$ cat src/dec_pkg.sv
package dec_pkg;

  // ----------------------------------------------------------------------
  // widths
  // ----------------------------------------------------------------------

  localparam int cLLR_W    = 4;  // one soft metric
  localparam int cBEAT_LLR = 4;  // llrs per input beat
  localparam int cCHK_LEN  = 8;  // llrs per parity group
  localparam int cTAG_W    = 4;  // frame tag
  localparam int cERR_W    = 8;  // flipped bits per frame

  // ----------------------------------------------------------------------
  // types
  // ----------------------------------------------------------------------

  typedef logic signed [cLLR_W-1:0] llr_t;
  typedef llr_t        [cCHK_LEN-1:0] grp_llr_t;  // one input buffer word
  typedef logic        [cCHK_LEN-2:0] dat_t;      // parity bit dropped
  typedef logic        [cTAG_W-1:0]   tag_t;
  typedef logic        [cERR_W-1:0]   err_t;

  typedef struct packed {
    logic                        sop;
    logic                        eop;
    tag_t                        tag;  // valid on sop only
    llr_t [cBEAT_LLR-1:0]        llr;  // llr[0] is the earliest
  } in_beat_t;

  typedef struct packed {
    logic sop;
    logic eop;
    tag_t tag;
    dat_t dat;
    logic decfail;  // tie on a failing group somewhere in the frame
    err_t err;      // flips in the whole frame
  } out_beat_t;

  // per bank frame info of the output buffer
  typedef struct packed {
    tag_t tag;
    logic decfail;
    err_t err;
  } obuf_tag_t;

endpackage

$ cat src/dec_source.sv
module dec_source #(
  parameter int pCHK_NUM          = 4,
  parameter bit pDO_LLR_INVERSION = 1
) (
  input  logic                        iclkin,
  input  logic                        rst_n,
  // input stream
  input  dec_pkg::in_beat_t           in_beat,
  input  logic                        in_valid,
  output logic                        in_ready,
  // input buffer write side
  input  logic                        wr_avail,
  output logic                        wr_en,
  output logic [$clog2(pCHK_NUM)-1:0] wr_addr,
  output dec_pkg::grp_llr_t           wr_data,
  output logic                        wr_done,
  output dec_pkg::tag_t               wr_tag
);

  import dec_pkg::*;

  localparam int   cAW      = $clog2(pCHK_NUM);
  localparam llr_t cLLR_MIN = llr_t'({1'b1, {(cLLR_W-1){1'b0}}});  // -8
  localparam llr_t cLLR_MAX = llr_t'({1'b0, {(cLLR_W-1){1'b1}}});  // +7

  llr_t [cBEAT_LLR-1:0] beat_llr;  // beat after optional inversion
  llr_t [cBEAT_LLR-1:0] half_q;    // first half of the group word
  logic                 second_q;  // next beat closes a group
  logic                 frame_q;   // sop seen, eop not yet
  logic                 rdy_en_q;  // low only straight out of reset
  logic [cAW-1:0]       addr_q;    // group index inside the bank
  tag_t                 tag_q;
  logic                 xfer;

  // negate with saturation, -8 has no positive twin
  function automatic llr_t inv_llr(llr_t v);
    return (v == cLLR_MIN) ? cLLR_MAX : -v;
  endfunction

  always_comb begin
    for (int i = 0; i < cBEAT_LLR; i++) begin
      beat_llr[i] = pDO_LLR_INVERSION ? inv_llr(in_beat.llr[i]) : in_beat.llr[i];
    end
  end

  // a frame may only start into a free bank, then runs to its end
  assign in_ready = rdy_en_q & (frame_q | wr_avail);
  assign xfer     = in_valid & in_ready;

  assign wr_en   = xfer & second_q;          // second beat completes the word
  assign wr_addr = addr_q;
  assign wr_data = {beat_llr, half_q};       // first beat in the low llrs
  assign wr_done = wr_en & in_beat.eop;      // closes the bank
  assign wr_tag  = tag_q;

  always_ff @(posedge iclkin or negedge rst_n) begin
    if (!rst_n) begin
      rdy_en_q <= 1'b0;
      second_q <= 1'b0;
      frame_q  <= 1'b0;
      addr_q   <= '0;
    end else begin
      rdy_en_q <= 1'b1;
      if (xfer) begin
        second_q <= ~second_q;
        if (in_beat.sop) frame_q <= 1'b1;
        if (wr_en)       addr_q  <= addr_q + 1'b1;
        if (wr_done) begin
          frame_q <= 1'b0;
          addr_q  <= '0;  // next frame from group 0
        end
      end
    end
  end

  // payload
  always_ff @(posedge iclkin) begin
    if (xfer & ~second_q)  half_q <= beat_llr;
    if (xfer & in_beat.sop) tag_q <= in_beat.tag;
  end

endmodule

$ cat src/dec_bank_buffer.sv
module dec_bank_buffer #(
  parameter int pWORD_W  = 32,
  parameter int pTAG_W   = 4,
  parameter int pCHK_NUM = 4
) (
  input  logic                        iclkin,
  input  logic                        rst_n,
  // write side
  input  logic                        wr_en,
  input  logic [$clog2(pCHK_NUM)-1:0] wr_addr,
  input  logic [pWORD_W-1:0]          wr_data,
  input  logic                        wr_done,
  input  logic [pTAG_W-1:0]           wr_tag,
  output logic                        wr_avail,
  // read side
  input  logic [$clog2(pCHK_NUM)-1:0] rd_addr,
  output logic [pWORD_W-1:0]          rd_data,
  output logic [pTAG_W-1:0]           rd_tag,
  input  logic                        rd_done,
  output logic                        rd_avail
);

  // ----------------------------------------------------------------------
  // storage
  // ----------------------------------------------------------------------

  logic [pWORD_W-1:0] mem_q [2][pCHK_NUM];  // ping-pong banks
  logic [pTAG_W-1:0]  tag_q [2];            // one tag per bank

  logic [1:0] full_q;     // bank holds a complete frame
  logic       wr_bank_q;  // bank being filled
  logic       rd_bank_q;  // bank being drained

  always_ff @(posedge iclkin) begin
    if (wr_en)   mem_q[wr_bank_q][wr_addr] <= wr_data;
    if (wr_done) tag_q[wr_bank_q]          <= wr_tag;
    rd_data <= mem_q[rd_bank_q][rd_addr];   // 1 tick read
  end

  // tag is static while the bank is held
  assign rd_tag = tag_q[rd_bank_q];

  // ----------------------------------------------------------------------
  // bank flags
  // ----------------------------------------------------------------------

  assign wr_avail = ~full_q[wr_bank_q];
  assign rd_avail =  full_q[rd_bank_q];

  always_ff @(posedge iclkin or negedge rst_n) begin
    if (!rst_n) begin
      full_q    <= '0;
      wr_bank_q <= 1'b0;
      rd_bank_q <= 1'b0;
    end else begin
      if (wr_done) wr_bank_q <= ~wr_bank_q;
      if (rd_done) rd_bank_q <= ~rd_bank_q;
      // writer only owns empty banks, reader only full ones
      for (int b = 0; b < 2; b++) begin
        if (wr_done && wr_bank_q == 1'(b)) begin
          full_q[b] <= 1'b1;
        end else if (rd_done && rd_bank_q == 1'(b)) begin
          full_q[b] <= 1'b0;
        end
      end
    end
  end

endmodule

$ cat src/dec_spc_engine.sv
module dec_spc_engine #(
  parameter int pCHK_NUM = 4
) (
  input  logic                        iclkin,
  input  logic                        rst_n,
  // input buffer side
  input  logic                        in_avail,
  output logic [$clog2(pCHK_NUM)-1:0] in_addr,
  input  dec_pkg::grp_llr_t           in_data,
  input  dec_pkg::tag_t               in_tag,
  output logic                        in_done,
  // output buffer side
  input  logic                        out_avail,
  output logic                        out_en,
  output logic [$clog2(pCHK_NUM)-1:0] out_addr,
  output dec_pkg::dat_t               out_data,
  output dec_pkg::obuf_tag_t          out_tag,
  output logic                        out_done
);

  import dec_pkg::*;

  localparam int             cAW    = $clog2(pCHK_NUM);
  localparam int             cIDX_W = $clog2(cCHK_LEN);
  localparam logic [cAW-1:0] cLAST  = cAW'(pCHK_NUM - 1);

  typedef enum logic [1:0] {idle, run, flush} state_t;

  state_t         state_q;
  logic [cAW-1:0] rd_cnt_q;               // read address issued
  logic [cAW-1:0] rd_addr_q, wr_addr_q;   // address travelling with data
  logic           rd_vld_q, wr_vld_q;
  dat_t           wr_dat_q;
  err_t           err_q;
  logic           fail_q;

  logic [cCHK_LEN-1:0] hard, fixed;
  logic [cLLR_W-1:0]   mag [cCHK_LEN];   // unsigned, -8 gives 8
  logic [cLLR_W-1:0]   min_mag;
  logic [cIDX_W-1:0]   min_idx;
  logic                min_tie, par_err;

  // ----------------------------------------------------------------------
  // wagner decode of one group
  // ----------------------------------------------------------------------

  always_comb begin
    for (int i = 0; i < cCHK_LEN; i++) begin
      hard[i] = in_data[i][cLLR_W-1];                    // sign is the bit
      mag[i]  = hard[i] ? -in_data[i] : in_data[i];
    end
    min_mag = mag[0];
    min_idx = '0;
    min_tie = 1'b0;
    for (int i = 1; i < cCHK_LEN; i++) begin
      if (mag[i] < min_mag) begin                        // strict, low index wins
        min_mag = mag[i];
        min_idx = cIDX_W'(i);
        min_tie = 1'b0;
      end else if (mag[i] == min_mag) begin
        min_tie = 1'b1;
      end
    end
    par_err = ^hard;                                     // even parity expected
    fixed   = hard;
    if (par_err) fixed[min_idx] = ~hard[min_idx];
  end

  // ----------------------------------------------------------------------
  // fsm and bookkeeping
  // ----------------------------------------------------------------------

  always_ff @(posedge iclkin or negedge rst_n) begin
    if (!rst_n) begin
      state_q  <= idle;
      rd_cnt_q <= '0;
      rd_vld_q <= 1'b0;
      wr_vld_q <= 1'b0;
      err_q    <= '0;
      fail_q   <= 1'b0;
    end else begin
      rd_vld_q <= (state_q == run);   // data back next tick
      wr_vld_q <= rd_vld_q;
      case (state_q)
        idle : if (in_avail & out_avail) begin
          state_q  <= run;
          rd_cnt_q <= '0;
          err_q    <= '0;
          fail_q   <= 1'b0;
        end
        run : begin
          rd_cnt_q <= rd_cnt_q + 1'b1;
          if (rd_cnt_q == cLAST) state_q <= flush;
        end
        flush : if (out_done) state_q <= idle;  // pipe drained
        default : state_q <= idle;
      endcase
      if (rd_vld_q) begin
        err_q  <= err_q + err_t'(par_err);
        fail_q <= fail_q | (par_err & min_tie);
      end
    end
  end

  always_ff @(posedge iclkin) begin
    rd_addr_q <= rd_cnt_q;
    wr_addr_q <= rd_addr_q;
    wr_dat_q  <= fixed[cCHK_LEN-2:0];   // parity bit stays behind
  end

  assign in_addr  = rd_cnt_q;
  assign out_en   = wr_vld_q;
  assign out_addr = wr_addr_q;
  assign out_data = wr_dat_q;
  assign out_done = wr_vld_q & (wr_addr_q == cLAST);  // last write closes both banks
  assign in_done  = out_done;
  assign out_tag  = '{tag: in_tag, decfail: fail_q, err: err_q};

endmodule

$ cat src/dec_sink.sv
module dec_sink #(
  parameter int pCHK_NUM = 4
) (
  input  logic                        iclkin,
  input  logic                        rst_n,
  // output buffer read side
  input  logic                        rd_avail,
  output logic [$clog2(pCHK_NUM)-1:0] rd_addr,
  input  dec_pkg::dat_t               rd_data,
  input  dec_pkg::obuf_tag_t          rd_tag,
  output logic                        rd_done,
  // output stream
  output dec_pkg::out_beat_t          out_beat,
  output logic                        out_valid,
  input  logic                        out_ready
);

  import dec_pkg::*;

  localparam int             cAW   = $clog2(pCHK_NUM);
  localparam logic [cAW-1:0] cLAST = cAW'(pCHK_NUM - 1);

  logic           active_q, iss_all_q;   // bank owned, all reads issued
  logic           rd_vld_q, skid_vld_q;
  logic [cAW-1:0] rd_cnt_q, rd_idx_q;
  logic [1:0]     level;                 // out + skid + in flight
  logic           pop, issue;
  out_beat_t      arr_beat, skid_q;

  assign pop   = out_valid & out_ready;
  assign level = 2'(out_valid) + 2'(skid_vld_q) + 2'(rd_vld_q);
  // never more than two beats owed, so the skid cannot overflow
  assign issue = active_q & ~iss_all_q & ((level < 2'd2) | ((level == 2'd2) & pop));

  assign rd_addr = rd_cnt_q;
  assign rd_done = rd_vld_q & (rd_idx_q == cLAST);  // tag still valid this tick

  assign arr_beat = '{sop: (rd_idx_q == '0), eop: (rd_idx_q == cLAST), tag: rd_tag.tag,
                      dat: rd_data, decfail: rd_tag.decfail, err: rd_tag.err};

  always_ff @(posedge iclkin or negedge rst_n) begin
    if (!rst_n) begin
      active_q   <= 1'b0;
      iss_all_q  <= 1'b0;
      rd_cnt_q   <= '0;
      rd_vld_q   <= 1'b0;
      skid_vld_q <= 1'b0;
      out_valid  <= 1'b0;
    end else begin
      rd_vld_q <= issue;
      if (!active_q) begin
        if (rd_avail) begin
          active_q  <= 1'b1;
          iss_all_q <= 1'b0;
          rd_cnt_q  <= '0;
        end
      end else begin
        if (issue) begin
          rd_cnt_q <= rd_cnt_q + 1'b1;
          if (rd_cnt_q == cLAST) iss_all_q <= 1'b1;
        end
        if (rd_done) active_q <= 1'b0;
      end
      if (pop | ~out_valid) begin
        out_valid  <= skid_vld_q | rd_vld_q;
        skid_vld_q <= skid_vld_q & rd_vld_q;  // skid refilled by the arrival
      end else if (rd_vld_q) begin
        skid_vld_q <= 1'b1;                   // stalled, park it
      end
    end
  end

  // payload path
  always_ff @(posedge iclkin) begin
    if (issue) rd_idx_q <= rd_cnt_q;
    if (pop | ~out_valid) begin
      if (skid_vld_q) begin
        out_beat <= skid_q;
        if (rd_vld_q) skid_q <= arr_beat;
      end else begin
        out_beat <= arr_beat;
      end
    end else if (rd_vld_q) begin
      skid_q <= arr_beat;
    end
  end

endmodule

$ cat src/dec_top.sv
module dec_top #(
  parameter int pCHK_NUM          = 4,  // groups per frame, 2 or more
  parameter bit pDO_LLR_INVERSION = 1
) (
  input  logic                iclkin,
  input  logic                rst_n,
  input  dec_pkg::in_beat_t   in_beat,
  input  logic                in_valid,
  output logic                in_ready,
  output dec_pkg::out_beat_t  out_beat,
  output logic                out_valid,
  input  logic                out_ready
);

  import dec_pkg::*;

  localparam int cAW = $clog2(pCHK_NUM);

  // source -> input buffer
  logic           src_wr_en, src_wr_done, ibuf_wr_avail;
  logic [cAW-1:0] src_wr_addr;
  grp_llr_t       src_wr_data;
  tag_t           src_wr_tag;
  // input buffer -> engine
  logic           ibuf_rd_avail, eng_in_done;
  logic [cAW-1:0] eng_in_addr;
  grp_llr_t       ibuf_rd_data;
  tag_t           ibuf_rd_tag;
  // engine -> output buffer
  logic           obuf_wr_avail, eng_out_en, eng_out_done;
  logic [cAW-1:0] eng_out_addr;
  dat_t           eng_out_data;
  obuf_tag_t      eng_out_tag;
  // output buffer -> sink
  logic           obuf_rd_avail, snk_rd_done;
  logic [cAW-1:0] snk_rd_addr;
  dat_t           obuf_rd_data;
  obuf_tag_t      obuf_rd_tag;

  // ----------------------------------------------------------------------
  // input side
  // ----------------------------------------------------------------------

  dec_source #(.pCHK_NUM(pCHK_NUM), .pDO_LLR_INVERSION(pDO_LLR_INVERSION)) u_src (
    .iclkin (iclkin), .rst_n (rst_n),
    .in_beat (in_beat), .in_valid (in_valid), .in_ready (in_ready),
    .wr_avail (ibuf_wr_avail), .wr_en (src_wr_en), .wr_addr (src_wr_addr),
    .wr_data (src_wr_data), .wr_done (src_wr_done), .wr_tag (src_wr_tag)
  );

  dec_bank_buffer #(.pWORD_W($bits(grp_llr_t)), .pTAG_W($bits(tag_t)),
                    .pCHK_NUM(pCHK_NUM)) u_ibuf (
    .iclkin (iclkin), .rst_n (rst_n),
    .wr_en (src_wr_en), .wr_addr (src_wr_addr), .wr_data (src_wr_data),
    .wr_done (src_wr_done), .wr_tag (src_wr_tag), .wr_avail (ibuf_wr_avail),
    .rd_addr (eng_in_addr), .rd_data (ibuf_rd_data), .rd_tag (ibuf_rd_tag),
    .rd_done (eng_in_done), .rd_avail (ibuf_rd_avail)
  );

  // ----------------------------------------------------------------------
  // decoder core and output side
  // ----------------------------------------------------------------------

  dec_spc_engine #(.pCHK_NUM(pCHK_NUM)) u_eng (
    .iclkin (iclkin), .rst_n (rst_n),
    .in_avail (ibuf_rd_avail), .in_addr (eng_in_addr), .in_data (ibuf_rd_data),
    .in_tag (ibuf_rd_tag), .in_done (eng_in_done),
    .out_avail (obuf_wr_avail), .out_en (eng_out_en), .out_addr (eng_out_addr),
    .out_data (eng_out_data), .out_tag (eng_out_tag), .out_done (eng_out_done)
  );

  dec_bank_buffer #(.pWORD_W($bits(dat_t)), .pTAG_W($bits(obuf_tag_t)),
                    .pCHK_NUM(pCHK_NUM)) u_obuf (
    .iclkin (iclkin), .rst_n (rst_n),
    .wr_en (eng_out_en), .wr_addr (eng_out_addr), .wr_data (eng_out_data),
    .wr_done (eng_out_done), .wr_tag (eng_out_tag), .wr_avail (obuf_wr_avail),
    .rd_addr (snk_rd_addr), .rd_data (obuf_rd_data), .rd_tag (obuf_rd_tag),
    .rd_done (snk_rd_done), .rd_avail (obuf_rd_avail)
  );

  dec_sink #(.pCHK_NUM(pCHK_NUM)) u_snk (
    .iclkin (iclkin), .rst_n (rst_n),
    .rd_avail (obuf_rd_avail), .rd_addr (snk_rd_addr), .rd_data (obuf_rd_data),
    .rd_tag (obuf_rd_tag), .rd_done (snk_rd_done),
    .out_beat (out_beat), .out_valid (out_valid), .out_ready (out_ready)
  );

endmodule

$ cat config.mk
export PLATFORM = sky130hd
export DESIGN_NAME = dec_top
export DESIGN_NICKNAME = d
export VERILOG_FILES = /design/src/dec_pkg.sv /design/src/dec_source.sv /design/src/dec_bank_buffer.sv /design/src/dec_spc_engine.sv /design/src/dec_sink.sv /design/src/dec_top.sv
export SDC_FILE = /design/constraint.sdc
export NUM_CORES = 1
export LEC_CHECK = 0
export ABC_AREA = 1
export BUFFER_PORTS_ARGS = -buffer_cell sky130_fd_sc_hd__buf_2
export CORE_AREA = 8 8 235 237
export CTS_CLUSTER_DIAMETER = 80
export DETAILED_ROUTE_END_ITERATION = 16
export DIE_AREA = 0 0 243 245
export HOLD_SLACK_MARGIN = 0.06
export PLACE_DENSITY_LB_ADDON = 0.15
export SETUP_SLACK_MARGIN = 0.2
export SLEW_MARGIN = 20
export SYNTH_ARGS = -nofsm -noshare
export SYNTH_HDL_FRONTEND = slang
export SYNTH_SLANG_ARGS = --single-unit
$ cat constraint.sdc
create_clock -name iclkin -period 16.65 [get_ports iclkin]
set_clock_uncertainty 0.1 [all_clocks]
set_input_delay 1.665 -clock iclkin [delete_from_list [all_inputs] [get_ports iclkin]]
set_output_delay 1.665 -clock iclkin [all_outputs]
set_load 0.02 [all_outputs]
* Word level (Yosys, flattened, before mapping)
Memories as Yosys holds them, arrays and structs flattened.
Index checks and enable logic that the tools add are counted.
** Storage, ports and cells
- Bits in registers :: 151
- Memory bits (writable) :: 346
- Input port bits :: 26
- Output and inout bits :: 24
- Word-level logic and storage cells :: 290
- Memories kept :: 4
** Memories
- u_ibuf.mem_q :: depth 2, bits a word 128, rd ports 1, clocked after memory_dff 0, write ports 1, line dec_bank_buffer.sv:27 : logic [pWORD_W-1:0] mem_q [2][pCHK_NUM];
- u_obuf.mem_q :: depth 2, bits a word 28, rd ports 1, clocked after memory_dff 0, write ports 1, line dec_bank_buffer.sv:27
- u_obuf.tag_q :: depth 2, bits a word 13, rd ports 1, clocked after memory_dff 0, write ports 1, line dec_bank_buffer.sv:28 : logic [pTAG_W-1:0] tag_q [2];
- u_ibuf.tag_q :: depth 2, bits a word 4, rd ports 1, clocked after memory_dff 0, write ports 1, line dec_bank_buffer.sv:28
** Operators by class
- $add $sub $neg :: 18
- Order comparisons :: 20
- Equal/unequal tests :: 24
- Multiplexer cells :: 111
- Bitwise gates (word level) :: 34
- Reductions and logical operators :: 32
** Operator list (count)
- two-way mux 128 bit :: 1
- two-way mux 32 bit :: 3
- two-way mux 22 bit :: 4
- two-way mux 4 bit :: 18
- binary-select mux 32 bit (select 2 bit) :: 1
- demux 32 bit (select 2 bit) :: 1
- two-way mux 1 bit :: 53
- negation 4 bit :: 12
- == test 4 bit :: 7
- < comparator 4 bit :: 7
- two-way mux 28 bit :: 1
- two-way mux 7 bit :: 4
- two-way mux 8 bit :: 3
- two-way mux 2 bit :: 11
- nonzero test 2 bit :: 11
- == test 4 bit (second input constant) :: 4
- AND 1 bit :: 15
- binary-select mux 7 bit (select 2 bit) :: 1
- demux 7 bit (select 2 bit) :: 1
- == test 2 bit (second input constant) :: 6
- greater-or-equal comparator 3 bit (second input constant) :: 4
- two-way mux 3 bit :: 4
- inverter 2 -> 3 bit :: 4
- logical AND 1 bit :: 11
- 23 further kinds :: 52

* Depth between registers and ports, before layout
- Word-level depth :: 22
- Gate-level depth with buffers :: 61

* By module
A second synthesis with hierarchy kept.
** Second synthesis, totals
- Cells, all modules :: 2214
- Area total of the unflattened synthesis :: 21988.6 sq um
** By module, submodules not included
- dec_bank_buffer (u_ibuf) :: times used 1, cells each 1198, area each 12296.8 sq um, sequential area each 8668.3 sq um
- dec_bank_buffer (u_obuf) :: times used 1, cells each 356, area each 3796.1 sq um, sequential area each 2702.6 sq um
- dec_spc_engine :: times used 1, cells each 390, area each 2698.8 sq um, sequential area each 595.6 sq um
- dec_sink :: times used 1, cells each 158, area each 2018.2 sq um, sequential area each 1556.5 sq um
- dec_source :: times used 1, cells each 112, area each 1178.6 sq um, sequential area each 725.7 sq um

* Worst setup path after synthesis
Ideal clock, no wire load.
- Kind :: reg-to-reg
- Start point :: register u_ibuf.rd_data[0]
- End point :: register u_eng.wr_dat_q[0] (netlist: u_eng.out_data[0])
- Setup time :: 0.120 ns
- Arrival :: 6.815 ns
- Required time :: 16.430 ns
- Slack :: 9.615 ns
- Cell stages (with the launch flop) :: 58
- Clock period less this slack :: 7.035 ns
- Cells stage by stage :: dfxtp_1 inv_1 ha_1 inv_1 nand2_1 xnor2_1 inv_1 ha_1 nand2_1 inv_2 nand2_1 nand2_2 nand2_1 o21ai_2 ha_1 nand2_1 nand2_1 nand2_1 [22 not listed] inv_1 nand2_1 and2_1 ha_1 inv_1 nor2_1 o21ai_1 nand2_2 or2_2 nand2_1 ha_1 a21oi_1 o21ai_2 o21ai_0 o21bai_2 nand2_2 nor2_8 a21oi_2
** Between the ends
- Longest elaborated chain between the ends :: 22
- Elaborated cells on any way between the ends :: 32
- Those cells by class :: add/sub: 1; order compare: 9; mux: 20; bitwise: 1; reduce/logical: 1
** RTL lines
- start, declared :: line dec_bank_buffer.sv:17 : output logic [pWORD_W-1:0] rd_data,
- start signal, assigned :: line dec_bank_buffer.sv:37 : rd_data <= mem_q[rd_bank_q][rd_addr];
- negation 4 bit :: line dec_spc_engine.sv:50 : mag[i] = hard[i] ? -in_data[i] : in_data[i];
- two-way mux 4 bit (*) :: line dec_spc_engine.sv:50
- < comparator 4 bit :: line dec_spc_engine.sv:56 : if (mag[i] < min_mag) begin
- two-way mux 4 bit :: line dec_spc_engine.sv:56
- < comparator 4 bit :: line dec_spc_engine.sv:56
- two-way mux 4 bit :: line dec_spc_engine.sv:56
- < comparator 4 bit :: line dec_spc_engine.sv:56
- two-way mux 4 bit :: line dec_spc_engine.sv:56
- [7 not listed]
- two-way mux 3 bit (*) :: line dec_spc_engine.sv:56
- < comparator 3 x 4 -> 1 bit (implied by the code) or greater-or-equal comparator 3 x 1 -> 1 bit (tied branches) :: line dec_spc_engine.sv:66 : if (par_err) fixed[min_idx] = ~hard[min_idx];
- logical AND 1 bit (implied by the code) :: line dec_spc_engine.sv:66
- two-way mux 1 bit (implied by the code) :: line dec_spc_engine.sv:66
- demux 1 bit (select 3 bit)
- bitwise mux 8 bit (*) :: line dec_spc_engine.sv:66
- two-way mux 7 bit (*) :: line dec_spc_engine.sv:66
- via u_eng.fixed[0] :: line dec_spc_engine.sv:37 : logic [cCHK_LEN-1:0] hard, fixed;
- end signal, assigned :: line dec_spc_engine.sv:108 : wr_dat_q <= fixed[cCHK_LEN-2:0];
- end, declared :: line dec_spc_engine.sv:33 : dat_t wr_dat_q;
The timed path passes the listed nets; every way through them passes the cells marked *. The select of a mux whose other input is x is not followed.
A chain may end at the register's enable or synchronous reset.

* Worst setup path in the final report
- Start point :: register u_ibuf.rd_data[3]
- End point :: register u_eng.wr_dat_q[3] (netlist: u_eng.out_data[3])
** Between the ends
- Longest elaborated chain between the ends :: 22
- Elaborated cells on any way between the ends :: 33
- Those cells by class :: add/sub: 1; order compare: 9; mux: 20; bitwise: 1; reduce/logical: 2
** RTL lines (line)
- negation 4 bit :: dec_spc_engine.sv:50
- two-way mux 4 bit :: dec_spc_engine.sv:50
- < comparator 4 bit :: dec_spc_engine.sv:56
- two-way mux 4 bit :: dec_spc_engine.sv:56
- < comparator 4 bit :: dec_spc_engine.sv:56
- two-way mux 4 bit :: dec_spc_engine.sv:56
- < comparator 4 bit :: dec_spc_engine.sv:56
- two-way mux 4 bit :: dec_spc_engine.sv:56
- [7 not listed]
- two-way mux 3 bit :: dec_spc_engine.sv:56
- < comparator 3 x 4 -> 1 bit (implied by the code) or greater-or-equal comparator 3 x 1 -> 1 bit (tied branches) :: dec_spc_engine.sv:66
- logical AND 1 bit (implied by the code) :: dec_spc_engine.sv:66
- two-way mux 1 bit (implied by the code) :: dec_spc_engine.sv:66
- demux 1 bit (select 3 bit)
- bitwise mux 8 bit :: dec_spc_engine.sv:66
- two-way mux 7 bit (*) :: dec_spc_engine.sv:66
- via u_eng.fixed[3] :: dec_spc_engine.sv:37
Marks and branches as above.

==> results.sh <==
export IMPL_fmax_ghz=0.123
export IMPL_maxCapViolCount=0
export IMPL_tritoncts="done"
export IMPL_cp_arrival_ns=8.56
export IMPL_grt_max_degree=83
export IMPL_synthTopCellsByCount="412 x edfxtp_1, 337 x nor2_1, 193 x o21ai_0, 180 x nand2_1, 106 x inv_1"
export IMPL_crit_fanout=10
export IMPL_crit_slowest_cell="nor4_1"
export IMPL_dpl_hpwl_mm=25.2
export IMPL_cts_buffer_depth=3
export IMPL_clkLatencyLatePin_ns=0.59
export IMPL_route_detailed_drc=0
export IMPL_vias_per_cell=4.91
export IMPL_finalCritPeriodShare=0.488
export IMPL_clk_transition_reported_paths_ns=0.06
export IMPL_synth_seq_cells=497
export IMPL_use_met2=0.254
export IMPL_synth_edff_count=412
export IMPL_fin_tns_setup_ns=0
export IMPL_first_global_vias=12200
export IMPL_htree_levels=2
export IMPL_synth_compound_area_frac=0.0954
export IMPL_synthCells=1715
export IMPL_grt_antenna_before_repair=1
export IMPL_cts_resized=0
export IMPL_antenna_left=0
export IMPL_cts_sinks=497
export IMPL_synthMuxAreaShare=0
export IMPL_layout_drive_gt1_share=0.128
export IMPL_start_kind="flop"
export IMPL_synth_adder_area_share=0.0342
export IMPL_cts_setup_buffers=0
export IMPL_synth_top_family_by_area="simple AND/OR/NAND/NOR gates"
export IMPL_yosysMostFrequentCell="edfxtp_1"
export IMPL_die_w_um=243
export IMPL_fin_crit_ns=8.13
export IMPL_via_count=12300
export IMPL_critPathKind="reg -> reg"
export IMPL_die_h_um=245
export IMPL_numCtsBuffers=52
export IMPL_die_area_mm2=0.0595
export IMPL_grtUsageMet1=0.183
export IMPL_rsz0062_at_grt="false"
export IMPL_synthFlopType="edfxtp_1"
export IMPL_drt_iter0_markers=904
export IMPL_drt_pre_antenna_iters=5
export IMPL_maxSlewViolCount=0
export IMPL_hold_viol=0
export IMPL_async_flop_share=0.0704
export IMPL_place_gp_congestion=0.807
export IMPL_cp_end_kind="flop"
export IMPL_initial_core_util=0.393
export IMPL_grt_busiest_layer="met2"
export IMPL_ctsHoldBuffers=0
export IMPL_tightest_slew_ns=1.01
export IMPL_portBuffers=49
export IMPL_core_mm2=0.0517
export IMPL_yosysWarnings=0
export IMPL_cp_common_cell="nand2_1"
export IMPL_grtUsageMet3=0.0234
export IMPL_synth_distinct_cells=48
export IMPL_synthTopCellsByArea="edfxtp_1 61%, nor2_1 6.2%, dfxtp_1 4.9%"
export IMPL_grt_remaining_overflow=0
export IMPL_cp_required_ns=17.08
export IMPL_hp_class="reg -> reg"
export IMPL_wl_mm=43.7
export IMPL_track_usage=0.145
export IMPL_avgSynthCellArea_um2=11.8
export IMPL_crit_path_max_incr_delay_ns=0.45
export IMPL_setup_viol=0
export IMPL_syn_area_mm2=0.0203
export IMPL_synth_top_area_frac=0.609
export IMPL_root_buffer="clkbuf_16"
export IMPL_fillers=4808
export IMPL_final_nets=1850
export IMPL_synthXorXnorAreaFrac=0.00856
export IMPL_yosys_area_share_simple=0.124
export IMPL_n_antenna_cell=0
export IMPL_area_delta_synth_final_pct=13.3
export IMPL_max_slew_margin=0.318
export IMPL_io_pins=50
export IMPL_num_rows=84
export IMPL_grt_first_pass_wirelength_mm=68.9
export IMPL_status="finished, final reports clean"
export IMPL_yosys_area_top_type="edfxtp_1"
export IMPL_syn_num_nets=1796
export IMPL_wl_per_cell_um=17.5
export IMPL_seq_area_frac_synth=0.701
kinds of logic after synthesis:
kind of cell	Yosys count
AO/OA/AOI/OAI	339
XOR/XNOR	19
adder cells (fa/ha/maj)	55
buffers and inverters	194
flip-flops	497
other	1
AND/OR/NAND/NOR	610
placed cells by master (no fill, tap or decap), drive strengths merged, types with 3 or more instances in the layout:
cell    netlist  final
nand3        35     35
o211ai        4      4
nand4         3      3
xnor2         8      8
xor2         11     11
a21oi        22     22
and2          3      3
edfxtp      412    412
dfxtp        50     50
inv         122    124
clkbuf       51     78
or2           9      9
a31oi        54     54
dfrtp        35     35
nor4          6      6
nand2       194    194
o22ai        39     39
ha           54     54
nor2        346    346
nor3         14     14
clkinv        1     16
buf          20     71
o21ai       211    211
state kept, by name, indices dropped and copies added, names as in the netlist, 4 cells and up:
register,flops
u_obuf.rd_data,7
u_snk.out_beat,22
u_src.wr_data,16
u_ibuf.rd_data,32
u_eng.err_q,8
u_ibuf.tag_q,8
u_obuf.mem_q,56
u_obuf.tag_q,26
u_src.wr_tag,4
u_eng.out_data,7
u_ibuf.mem_q,256
u_snk.skid_q,22
per-layer routing:
metal | part of all wire | vias to the layer above
met2 | 0.49 | 171
met1 | 0.45 | 5932
met3 | 0.034 | 59
met4 | 0.023 | 0
li1 | - | 6106
met5 | 0 | -
area by class of cell:
| type | count | area (um2) | area share |
|---|---|---|---|
| clock buffer | 78 | 1530 | 0.0666 |
| clock inverter | 19 | 133 | 0.00576 |
| inverter | 123 | 463 | 0.0201 |
| multi-input combinational | 1024 | 5370 | 0.233 |
| sequential | 497 | 14300 | 0.619 |
| tap | 688 | 861 | 0.0374 |
| timing repair buffer | 71 | 410 | 0.0178 |
critical path, delay by kind of cell (launching register included):
| family | cells | cell delay (ns) |
|---|---|---|
| AO/OA/AOI/OAI | 11 | 1.65 |
| adder cells (fa/ha/maj) | 7 | 1.94 |
| buffers and inverters | 9 | 0.71 |
| flip-flops | 1 | 0.38 |
| AND/OR/NAND/NOR | 27 | 3.24 |
metrics by stage:
stage	instances	util	worst slack (ns)	hold slack, ns	area [um2]
floorplan	1715	-	9.61	0.210	20300
global placement	2403	0.413	8.98	0.212	21400
detailed placement	2403	0.413	8.60	0.214	21400
CTS	2500	0.445	8.59	0.227	23000
global route	2500	0.445	7.68	0.237	23000
finish	2500	0.445	8.52	0.223	23000
path summary, 6_finish.rpt:
path,from,to,slack [ns],cells past startpoint
max in group asynchronous,rst_n,u_ibuf.rd_bank_q,14.74,1
worst min-delay path,u_eng.rd_addr_q[1],u_eng.out_addr[1],0.22,0
worst min register to register,u_eng.rd_addr_q[1],u_eng.out_addr[1],0.22,0
worst max register to register,u_ibuf.rd_data[3],u_eng.out_data[3],8.52,54
min in group asynchronous,rst_n,u_eng.err_q[4],1.08,1
worst max-delay path,u_ibuf.rd_data[3],u_eng.out_data[3],8.52,54
Power is left out: the tool's default activity adds up to more than one toggle a clock period on the data nets, which glitch-free logic cannot reach.
